### src/hdl/fetchPkg.sv
package fetchPkg;

    ////////////////////////////////////////////////////////////////////////////
    // Datapath widths
    ////////////////////////////////////////////////////////////////////////////
    localparam int addrWidth  = 32;
    localparam int instrWidth = 32;

    // First fetch address out of reset
    localparam logic [addrWidth-1:0] resetPc = '0;

    ////////////////////////////////////////////////////////////////////////////
    // Fetch structs
    ////////////////////////////////////////////////////////////////////////////

    // Redirect from execute
    typedef struct packed {
        logic                 valid;
        logic [addrWidth-1:0] target;
    } redirect_t;

    // Combinational answer of the instruction cache
    typedef struct packed {
        logic                  hit;
        logic [instrWidth-1:0] instr;
    } imemResp_t;

    // Item formed by the memory port on a hit
    typedef struct packed {
        logic                  valid;
        logic [addrWidth-1:0]  addr;
        logic [instrWidth-1:0] instr;
    } fetched_t;

    // IF/ID payload, 100 bits
    typedef struct packed {
        logic                  valid;
        logic [addrWidth-1:0]  addr;
        logic [instrWidth-1:0] instr;
        logic [addrWidth-1:0]  predictedNext;
        logic                  predTaken;
        logic [1:0]            counter;
    } ifIdEntry_t;

endpackage

### src/hdl/predictPkg.sv
package predictPkg;

    import fetchPkg::*;

    ////////////////////////////////////////////////////////////////////////////
    // Table geometry
    ////////////////////////////////////////////////////////////////////////////
    localparam int predEntries    = 16;
    // Index is pc[5:2], tag is pc[31:6]
    localparam int predIndexWidth = 4;
    localparam int tagWidth       = addrWidth - predIndexWidth - 2;

    // 2-bit saturating counter, msb set means taken
    typedef enum logic [1:0] {
        strongNotTaken = 2'b00,
        weakNotTaken   = 2'b01,
        weakTaken      = 2'b10,
        strongTaken    = 2'b11
    } counter_t;

    // Resolved branch reported by execute
    typedef struct packed {
        logic                 valid;
        logic [addrWidth-1:0] addr;
        logic [addrWidth-1:0] target;
        logic                 taken;
    } predUpdate_t;

    // Lookup result for the current PC
    typedef struct packed {
        logic                 taken;
        logic [addrWidth-1:0] target;
        counter_t             counter;
    } prediction_t;

endpackage

### src/hdl/pipeReg.sv
`timescale 1ns/100ps

module pipeReg #(
    parameter type payload_t = logic [31:0]
) (
    input  logic     Clk,
    input  logic     reset,
    input  logic     stall,
    input  logic     flush,
    input  payload_t d,
    output payload_t q
);

    // All-zero payload is a bubble, valid bit included
    always_ff @(posedge Clk) begin
        if (reset) begin
            q <= '0;
        end else if (stall) begin
            q <= q;
        end else if (flush) begin
            q <= '0;
        end else begin
            q <= d;
        end
    end

    // Parent has to clear stall on a flush, otherwise the flush is lost
    assert property (@(posedge Clk) disable iff (reset)
        !(stall && flush));

endmodule

### src/hdl/instrMemPort.sv
`timescale 1ns/100ps

module instrMemPort
    import fetchPkg::*;
(
    input  logic                 Clk,
    input  logic                 reset,
    input  logic [addrWidth-1:0] pc,
    input  logic                 stall,
    input  logic                 flush,
    input  imemResp_t            imemResp,
    output logic [addrWidth-1:0] imemAddr,
    output logic                 imemReq,
    output logic                 instrMiss,
    output fetched_t             fetched
);

    logic                 missPending;
    logic [addrWidth-1:0] missAddr;

    // No request in reset, while frozen or while the PC is being redirected
    assign imemReq   = !reset && !stall && !flush;
    assign imemAddr  = missPending ? missAddr : pc;
    assign instrMiss = imemReq && !imemResp.hit;

    always_comb begin
        fetched.valid = imemReq && imemResp.hit;
        fetched.addr  = imemAddr;
        fetched.instr = imemResp.instr;
    end

    // Remember an outstanding miss until it hits or gets flushed
    always_ff @(posedge Clk) begin
        if (reset || flush) begin
            missPending <= 1'b0;
        end else if (imemReq) begin
            missPending <= !imemResp.hit;
        end
    end

    always_ff @(posedge Clk) begin
        if (instrMiss) begin
            missAddr <= imemAddr;
        end
    end

    // Cache model must give a defined hit whenever it is asked
    assert property (@(posedge Clk) disable iff (reset)
        imemReq |-> !$isunknown(imemResp.hit));

    // Fetch control is expected to hold the PC on the missed address
    assert property (@(posedge Clk) disable iff (reset)
        missPending && !flush |-> missAddr == pc);

endmodule

### src/hdl/branchPredictor.sv
`timescale 1ns/100ps

module branchPredictor
    import fetchPkg::*;
    import predictPkg::*;
(
    input  logic                 Clk,
    input  logic                 reset,
    input  logic [addrWidth-1:0] pc,
    input  predUpdate_t          update,
    output prediction_t          prediction
);

    logic [tagWidth-1:0]       tagTable     [predEntries];
    logic [addrWidth-1:0]      targetTable  [predEntries];
    counter_t                  counterTable [predEntries];
    logic [predEntries-1:0]    entryValid;

    logic [predIndexWidth-1:0] lookupIndex;
    logic [tagWidth-1:0]       lookupTag;
    logic                      lookupHit;
    logic [predIndexWidth-1:0] updIndex;
    logic [tagWidth-1:0]       updTag;
    logic                      sameBranch;
    counter_t                  baseCount;

    // One step toward the outcome, saturating at both ends
    function automatic counter_t stepCounter(input counter_t count, input logic taken);
        counter_t result;
        case (count)
            strongNotTaken: result = taken ? weakNotTaken : strongNotTaken;
            weakNotTaken:   result = taken ? weakTaken    : strongNotTaken;
            weakTaken:      result = taken ? strongTaken  : weakNotTaken;
            default:        result = taken ? strongTaken  : weakTaken;
        endcase
        return result;
    endfunction

    ////////////////////////////////////////////////////////////////////////////
    // Lookup
    ////////////////////////////////////////////////////////////////////////////
    assign lookupIndex = pc[predIndexWidth+1:2];
    assign lookupTag   = pc[addrWidth-1:predIndexWidth+2];
    assign lookupHit   = entryValid[lookupIndex] && (tagTable[lookupIndex] == lookupTag);

    always_comb begin
        prediction.counter = lookupHit ? counterTable[lookupIndex] : weakNotTaken;
        prediction.taken   = lookupHit && prediction.counter[1];
        prediction.target  = targetTable[lookupIndex];
    end

    ////////////////////////////////////////////////////////////////////////////
    // Update
    ////////////////////////////////////////////////////////////////////////////
    assign updIndex   = update.addr[predIndexWidth+1:2];
    assign updTag     = update.addr[addrWidth-1:predIndexWidth+2];
    assign sameBranch = entryValid[updIndex] && (tagTable[updIndex] == updTag);
    // A new branch in this slot starts again from weakly not-taken
    assign baseCount  = sameBranch ? counterTable[updIndex] : weakNotTaken;

    always_ff @(posedge Clk) begin
        if (reset) begin
            entryValid <= '0;
        end else if (update.valid) begin
            entryValid[updIndex] <= 1'b1;
        end
    end

    always_ff @(posedge Clk) begin
        if (update.valid) begin
            tagTable[updIndex]     <= updTag;
            targetTable[updIndex]  <= update.target;
            counterTable[updIndex] <= stepCounter(baseCount, update.taken);
        end
    end

    assert property (@(posedge Clk) disable iff (reset)
        update.valid |-> update.addr[1:0] == 2'b00);

endmodule

### src/hdl/fetchControl.sv
`timescale 1ns/100ps

module fetchControl
    import fetchPkg::*;
    import predictPkg::*;
(
    input  logic                 Clk,
    input  logic                 reset,
    input  redirect_t            redirect,
    input  logic                 stall,
    input  logic                 instrMiss,
    input  prediction_t          prediction,
    output logic [addrWidth-1:0] pc,
    output logic [addrWidth-1:0] predictedNext
);

    logic [addrWidth-1:0] seqNext;
    logic                 holdPc;
    logic [addrWidth-1:0] nextPc;

    ////////////////////////////////////////////////////////////////////////////
    // Next address selection
    ////////////////////////////////////////////////////////////////////////////
    assign seqNext = pc + addrWidth'(4);

    // Address the current instruction is expected to be followed by
    assign predictedNext = prediction.taken ? prediction.target : seqNext;

    // Back-pressure and misses both keep the current address
    assign holdPc = stall || instrMiss;

    always_comb begin
        if (redirect.valid) begin
            nextPc = redirect.target;
        end else if (holdPc) begin
            nextPc = pc;
        end else begin
            nextPc = predictedNext;
        end
    end

    ////////////////////////////////////////////////////////////////////////////
    // PC register
    ////////////////////////////////////////////////////////////////////////////
    always_ff @(posedge Clk) begin
        if (reset) begin
            pc <= resetPc;
        end else begin
            pc <= nextPc;
        end
    end

    // Redirect and stored targets must both keep fetch word-aligned
    assert property (@(posedge Clk) disable iff (reset)
        pc[1:0] == 2'b00);

endmodule

### src/hdl/fetchStage.sv
`timescale 1ns/100ps

module fetchStage
    import fetchPkg::*;
    import predictPkg::*;
(
    input  logic                 Clk,
    input  logic                 reset,
    input  redirect_t            redirect,
    input  predUpdate_t          update,
    input  logic                 stall,
    input  imemResp_t            imemResp,
    output logic [addrWidth-1:0] imemAddr,
    output logic                 imemReq,
    output logic                 instrMiss,
    output ifIdEntry_t           ifId
);

    logic [addrWidth-1:0] pc;
    logic [addrWidth-1:0] predictedNext;
    fetched_t             fetched;
    prediction_t          prediction;
    predUpdate_t          updateReg;
    ifIdEntry_t           ifIdNext;

    ////////////////////////////////////////////////////////////////////////////
    // Input side
    ////////////////////////////////////////////////////////////////////////////
    instrMemPort instrMemPort_inst (
        .Clk       (Clk),
        .reset     (reset),
        .pc        (pc),
        .stall     (stall),
        .flush     (redirect.valid),
        .imemResp  (imemResp),
        .imemAddr  (imemAddr),
        .imemReq   (imemReq),
        .instrMiss (instrMiss),
        .fetched   (fetched)
    );

    ////////////////////////////////////////////////////////////////////////////
    // Fetch control and prediction
    ////////////////////////////////////////////////////////////////////////////
    fetchControl fetchControl_inst (
        .Clk           (Clk),
        .reset         (reset),
        .redirect      (redirect),
        .stall         (stall),
        .instrMiss     (instrMiss),
        .prediction    (prediction),
        .pc            (pc),
        .predictedNext (predictedNext)
    );

    // Update is registered once before it reaches the table
    pipeReg #(.payload_t(predUpdate_t)) updateReg_inst (
        .Clk   (Clk),
        .reset (reset),
        .stall (1'b0),
        .flush (1'b0),
        .d     (update),
        .q     (updateReg)
    );

    branchPredictor branchPredictor_inst (
        .Clk        (Clk),
        .reset      (reset),
        .pc         (pc),
        .update     (updateReg),
        .prediction (prediction)
    );

    ////////////////////////////////////////////////////////////////////////////
    // Output side
    ////////////////////////////////////////////////////////////////////////////
    assign ifIdNext = '{
        valid:         fetched.valid,
        addr:          fetched.addr,
        instr:         fetched.instr,
        predictedNext: predictedNext,
        predTaken:     prediction.taken,
        counter:       prediction.counter
    };

    // Redirect beats stall, a miss only bubbles when not stalled
    pipeReg #(.payload_t(ifIdEntry_t)) ifIdReg_inst (
        .Clk   (Clk),
        .reset (reset),
        .stall (stall && !redirect.valid),
        .flush (redirect.valid || instrMiss),
        .d     (ifIdNext),
        .q     (ifId)
    );

endmodule

### config.mk
export PLATFORM = sky130hd
export DESIGN_NAME = fetchStage
export DESIGN_NICKNAME = d
export VERILOG_FILES = /design/src/hdl/fetchPkg.sv /design/src/hdl/predictPkg.sv /design/src/hdl/pipeReg.sv /design/src/hdl/instrMemPort.sv /design/src/hdl/branchPredictor.sv /design/src/hdl/fetchControl.sv /design/src/hdl/fetchStage.sv
export SDC_FILE = /design/constraint.sdc
export NUM_CORES = 1
export LEC_CHECK = 0
export BUFFER_PORTS_ARGS = -buffer_cell sky130_fd_sc_hd__buf_2
export CAP_MARGIN = 10
export CORE_ASPECT_RATIO = 1.75
export CORE_MARGIN = 4
export CORE_UTILIZATION = 50
export CTS_BUF_LIST = sky130_fd_sc_hd__clkbuf_8 sky130_fd_sc_hd__clkbuf_16
export DETAILED_ROUTE_END_ITERATION = 10
export PLACE_DENSITY = 0.71
export SYNTH_ARGS = -nofsm -noshare
export SYNTH_HDL_FRONTEND = slang
export SYNTH_HIERARCHICAL = 1
export SYNTH_SLANG_ARGS = --single-unit
### constraint.sdc
create_clock -name Clk -period 6 [get_ports Clk]
set_input_delay 0 -clock Clk [delete_from_list [all_inputs] [get_ports Clk]]
set_output_delay 0 -clock Clk [all_outputs]
set_load 0.01 [all_outputs]
==> flow_summary.toml, run 1 <==
[route]
first_pass_iters = 5
drt.antenna.violating_nets = 0
drc = 0
wl_per_cell_um = 29.9
route.vias.total = 31300
totalWireLength_um = 147000
drt_first_iter_violations = 3471
viasPerCell = 6.34

[critical_path]
cp_data_required_time_ns = 6.68
path_max_fanout = 28
worst-path-buf-inv = 3
crit_path_end_kind = "flip-flop"
slowest_delay_ns = 0.64
r2r_cells = 13
r2r_start = "fetchControl_inst/pc[2]"
critPathSlowestCell = "dfxtp_4"
cp.arrival_ns = 6.35
r2r_setup_slack_ns = 0.32
crit_chain = "buf_12, mux4_2, mux4_2, xnor2_1, nand4_1, nor4_1, nand4_1, nor2b_4, inv_1, a31oi_1, nand2_1, a221oi_2, dlygate4sd3_1"
r2r-end = "fetchControl_inst/pc[11]"
path_delay_family = "buffers and inverters"
worstSetupStartpointType = "flip-flop"
path_class = "reg -> reg"

[flow_run]
drv_cap = 0

[pwr]
p_leak_nw = 21.1
switchingPower_mw = 4.04
internal-power_mw = 13.9
swShare = 0.226
power_frac_clock = 0.409
p_seq_frac = 0.518
vdd.ir_drop.worst_uv = 231
power_density_mw_per_mm2 = 294
comb_power_share = 0.073

[floorplan]
die_h_um = 439
die_w_um = 254
core_sq_mm = 0.105
start_util = 0.505
ioPinCount = 269
std_cell_rows = 157
die-area_sq_mm = 0.112

[min_path]
hold_start = "update[26]"
min_path_cells = 4
hp-class = "in -> reg"
min_to = "updateReg_inst/q[26]"

[clocking]
cts_tree = "built"
numCtsBuffers = 105
cts.clk_slew.worst_paths_ns = 0.07
clkSinkCount = 1205
clkLatencyLatePin_ns = 0.75
clock_path_buffers = 3
postCtsSetupBuffers = 0
root_buffer = "clkbuf_16"
htree_num_levels = 3
holdBufCountCts = 165
cts_resized = 0

[placed_design]
dp.cells = 4570
gp_congestion = 0.875
dp_hpwl_um = 88800
portBuffers = 266

[global_routing]
grt_pass1_vias = 31700
grt_max_degree = 247
grt_overflow = 0
grt_antenna_before_repair = 0
grt_pass1_wl_um = 214000
grt.total_usage = 0.263

[sta]
fmax_mhz = 176
finalClockSkew_ns = 0.0643
slew_violations = 0
hold_violations = 0
setup-violations-final = 0
finalCritPeriodShare = 0.946
period_needed_ns = 5.68
relSlewSlack = 0.152
tightest_slew_ns = 1.27
fin_hold_ws_ns = 0.0608
rsz0062_at_grt = "false"
setup_tns_ns = 0

[outcome]
status = "finished, final reports clean"

[cells_and_area]
syn2layout_area_growth_pct = 14.6
n_antenna_cell = 0
final_layout_size_suffix_gt1_frac = 0.295
fin_nets = 3627
fin_cells = 4934

[synthesis]
synthCells = 3148
syn_avg_cell_area_sq_um = 16.9
synth_warnings = 6
syn_area_sq_mm = 0.0531
power by group through the flow:
stage | clock network (mW) | logic [mW] | registers [mW]
detailed placement | 0 | 1.21 | 9.45
global route | 7.74 | 1.38 | 9.27
floorplan | 0 | 0.898 | 9.35
finish | 7.33 | 1.31 | 9.27
global placement | 0 | 1.20 | 9.44
CTS | 7.41 | 1.29 | 9.26
worst register-to-register path, cell delays in order (launching register included):
cell           delay, ns
dfxtp_4             0.64
buf_12              0.34
mux4_2              0.56
mux4_2              0.60
xnor2_1             0.20
nand4_1             0.20
nor4_1              0.38
nand4_1             0.31
nor2b_4             0.46
inv_1               0.58
a31oi_1             0.44
nand2_1             0.10
a221oi_2            0.24
dlygate4sd3_1       0.57
area by class of cell:
class,count,area (sq um)
tap,1351,1690
multi-input combinational,1633,17300
timing repair buffer,519,3880
fill,7737,44200
sequential,1205,34100
clock buffer,130,3030
clock inverter,69,790
inverter,27,101
worst max-delay path by stage:
stage / from / endpoint / slack [ns] / depth (start not counted)
2_1_floorplan: updateReg_inst/q[35] / branchPredictor_inst/counterTable[0][0] / 0.09 / 6
3_3_place_gp: fetchControl_inst/pc[2] / ifIdReg_inst/q[24] / 0.92 / 14
3_5_place_dp: fetchControl_inst/pc[2] / fetchControl_inst/pc[4] / 0.80 / 13
4_1_cts: fetchControl_inst/pc[2] / fetchControl_inst/pc[11] / 0.40 / 13
5_1_grt: fetchControl_inst/pc[2] / fetchControl_inst/pc[11] / 0.13 / 15
6_report: fetchControl_inst/pc[2] / fetchControl_inst/pc[11] / 0.32 / 13
registers in the layout (all words and copies together), names as in the netlist:
signal	count
fetchControl_inst/pc	32
instrMemPort_inst/missPending	1
ifIdReg_inst/q	100
updateReg_inst/q	64
branchPredictor_inst/tagTable	416
instrMemPort_inst/missAddr	32
branchPredictor_inst/counterTable	32
branchPredictor_inst/entryValid	16
branchPredictor_inst/targetTable	512
through the flow:
| stage | cell area (sq um) | total power [mW] | worst slack [ns] | utilization |
|---|---|---|---|---|
| 2_1_floorplan | 53100 | 10.2 | 0.0851 | - |
| 3_3_place_gp | 55400 | 10.6 | 0.916 | 0.527 |
| 3_5_place_dp | 55400 | 10.7 | 0.804 | 0.527 |
| 4_1_cts | 60900 | 18.0 | 0.405 | 0.579 |
| 5_1_grt | 60900 | 18.4 | 0.125 | 0.579 |
| 6_report | 60900 | 17.9 | 0.324 | 0.579 |
layout by cell type (no fill, tap or decap), drive strengths merged, types with 48 or more instances in the layout:
cell type and instances:
mux4 386, xnor2 50, mux2i 110, inv 48, nand2 239, o22ai 170, dlygate4sd3 165, clkbuf 130
edfxtp 992, buf 354, nor2 76, a21oi 51, nand2b 166, dfxtp 213
routing by layer:
layer,wire length (um),up-vias,GRT usage
met5,0,-,0
li1,-,13200,-
met2,73700,1652,0.442
met1,52700,16100,0.332
met4,8560,0,0.137
met3,12300,340,0.0389
Note: power is estimated with default switching activity, not from simulation.
==> run 2, diff against run 1 <==
--- a/config.mk
+++ b/config.mk
@@ -7,11 +7,13 @@
 export LEC_CHECK = 0
 export BUFFER_PORTS_ARGS = -buffer_cell sky130_fd_sc_hd__buf_2
 export CAP_MARGIN = 10
-export CORE_ASPECT_RATIO = 1.75
+export CORE_ASPECT_RATIO = 0.6
 export CORE_MARGIN = 4
 export CORE_UTILIZATION = 50
 export CTS_BUF_LIST = sky130_fd_sc_hd__clkbuf_8 sky130_fd_sc_hd__clkbuf_16
+export CTS_CLUSTER_DIAMETER = 30
 export DETAILED_ROUTE_END_ITERATION = 10
+export MAX_ROUTING_LAYER = met4
 export PLACE_DENSITY = 0.71
 export SYNTH_ARGS = -nofsm -noshare
 export SYNTH_HDL_FRONTEND = slang
==> flow_summary.toml, run 2 (same netlist as run 1, synthesis figures left out) <==
[global_routing]
grt.total_usage = 0.277
grt_pass1_wl_um = 219000
grt_antenna_before_repair = 4
grt_max_degree = 112
grt_pass1_vias = 31600
grt_overflow = 0

[critical_path]
critPathSlowestCell = "dfxtp_4"
path_class = "reg -> reg"
r2r_cells = 15
r2r_setup_slack_ns = 0.30
r2r_start = "fetchControl_inst/pc[2]"
cp_common_cell = "mux2i_1"
r2r-end = "fetchControl_inst/pc[3]"
path_max_fanout = 55
worstSetupStartpointType = "flip-flop"
slowest_delay_ns = 0.85
cp_data_required_time_ns = 6.63
crit_chain = "buf_4, mux4_2, mux2i_1, o22ai_1, a211oi_1, o21ai_1, nor4_1, nand4_1, nor2b_4, buf_12, mux2_2, mux2i_1, o21ai_0, nor2b_1, dlygate4sd3_1"
cp.arrival_ns = 6.33
crit_path_end_kind = "flip-flop"

[placed_design]
portBuffers = 266
post_dp_cell_area_sq_mm = 0.0556
dp_slack_ns = 1.13
gp_congestion = 0.871
dp_hpwl_um = 90200

[clocking]
htree_num_levels = 4
holdBufCountCts = 163
clkLatencyLatePin_ns = 0.77
cts.clk_slew.worst_paths_ns = 0.07
postCtsSetupBuffers = 0
root_buffer = "clkbuf_16"
cts_resized = 0
numCtsBuffers = 151
clkSinkCount = 1205
cts_tree = "built"
clock_path_buffers = 3

[floorplan]
die_w_um = 429
die_h_um = 260
std_cell_rows = 92
core_sq_mm = 0.105
die-area_sq_mm = 0.112
start_util = 0.505
ioPinCount = 269

[min_path]
min_path_cells = 4
hp-class = "in -> reg"
hold_start = "update[27]"
min_to = "updateReg_inst/q[27]"

[route]
route.vias.total = 32200
wl_per_cell_um = 29.5
drc = 0
drt.antenna.violating_nets = 0
totalWireLength_um = 150000
drt_first_iter_violations = 4584
viasPerCell = 6.31
first_pass_iters = 5

[pwr]
vdd.ir_drop.worst_uv = 278
p_leak_nw = 21.9
power_density_mw_per_mm2 = 319

[sta]
fin_hold_ws_ns = 0.0551
setup_ws_ns = 0.296
finalClockSkew_ns = 0.0479
setup_tns_ns = 0
relSlewSlack = 0.212
slew_violations = 0
hold_violations = 0
tightest_slew_ns = 1.18
rsz0062_at_grt = "false"
period_needed_ns = 5.70
setup-violations-final = 0
finalCritPeriodShare = 0.951
fmax_mhz = 175

[cells_and_area]
mostFrequentLayoutCell = "edfxtp_1"
final_cell_mix = "edfxtp_1, mux4_2, buf_2"
final_util = 0.594
syn2layout_area_growth_pct = 17.6
largest_reg_flops = 512
post-route-cell-area_sq_mm = 0.0625
top_register = "branchPredictor_inst/targetTable"
final_layout_size_suffix_gt1_frac = 0.318
reg_top3 = "branchPredictor_inst/targetTable: 512 flops, branchPredictor_inst/tagTable: 416 flops, ifIdReg_inst/q: 100 flops"
fin_nets = 3691

[flow_run]
drv_cap = 0

[outcome]
status = "finished, final reports clean"
[run 2: cell count changes in the layout (fill, tap and decap cells not counted), sizes merged]
| cell | before | now |
|---|---|---|
| inv | 48 | 75 |
| dlygate4sd3 | 165 | 163 |
| clkbuf | 130 | 164 |
| clkinvlp | 3 | 14 |
| diode | 0 | 1 |
| bufinv | 13 | 12 |
| clkinv | 32 | 45 |
| buf | 354 | 374 |
[run 2: area by class of cell]
| type | count | area, sq um |
|---|---|---|
| antenna | 1 | 2.50 |
| clock buffer | 164 | 4070 |
| clock inverter | 119 | 1190 |
| fill | 7595 | 42700 |
| inverter | 27 | 101 |
| multi-input combinational | 1633 | 17300 |
| sequential | 1205 | 34100 |
| tap | 1410 | 1760 |
| timing repair buffer | 537 | 3930 |
[run 2: worst max path at each step]
stage | from | endpoint | slack [ns] | cells past startpoint
2_1_floorplan | updateReg_inst/q[35] | branchPredictor_inst/counterTable[0][0] | 0.09 | 6
3_3_place_gp | fetchControl_inst/pc[2] | fetchControl_inst/pc[3] | 1.16 | 13
3_5_place_dp | fetchControl_inst/pc[2] | fetchControl_inst/pc[3] | 1.13 | 14
4_1_cts | fetchControl_inst/pc[2] | fetchControl_inst/pc[3] | 0.56 | 15
5_1_grt | fetchControl_inst/pc[2] | fetchControl_inst/pc[1] | 0.10 | 15
6_report | fetchControl_inst/pc[2] | fetchControl_inst/pc[3] | 0.30 | 15
[run 2: power by group]
group	total [mW]	internal (mW)	leakage, nW	switching [mW]
combinational	1.34	0.623	7.32	0.713
clock	9.34	5.54	2.61	3.80
sequential	9.26	9.08	12.0	0.182
total	19.9	15.2	21.9	4.69
[run 2: per-layer routing]
layer  share of wire  global-route usage  vias to the layer above
met1            0.40               0.394                    16500
met5               0                   -                        -
li1                -                   -                    13400
met3            0.13              0.0738                      227
met4           0.020              0.0725                        0
met2            0.45               0.399                     2021
[run 2: metrics by stage]
step | cells | total power [mW]
2_1_floorplan | 3154 | 10.2
3_3_place_gp | 4649 | 10.6
3_5_place_dp | 4649 | 10.7
4_1_cts | 5095 | 20.0
5_1_grt | 5095 | 20.5
6_report | 5096 | 19.9
[run 2: critical path, delay by kind of cell, from the launching register on]
family / cells / cell delay (ns)
AO/OA/AOI/OAI: 4 / 0.66
buffers and inverters: 3 / 1.26
flip-flops: 1 / 0.85
multiplexers: 4 / 1.54
AND/OR/NAND/NOR: 4 / 1.16
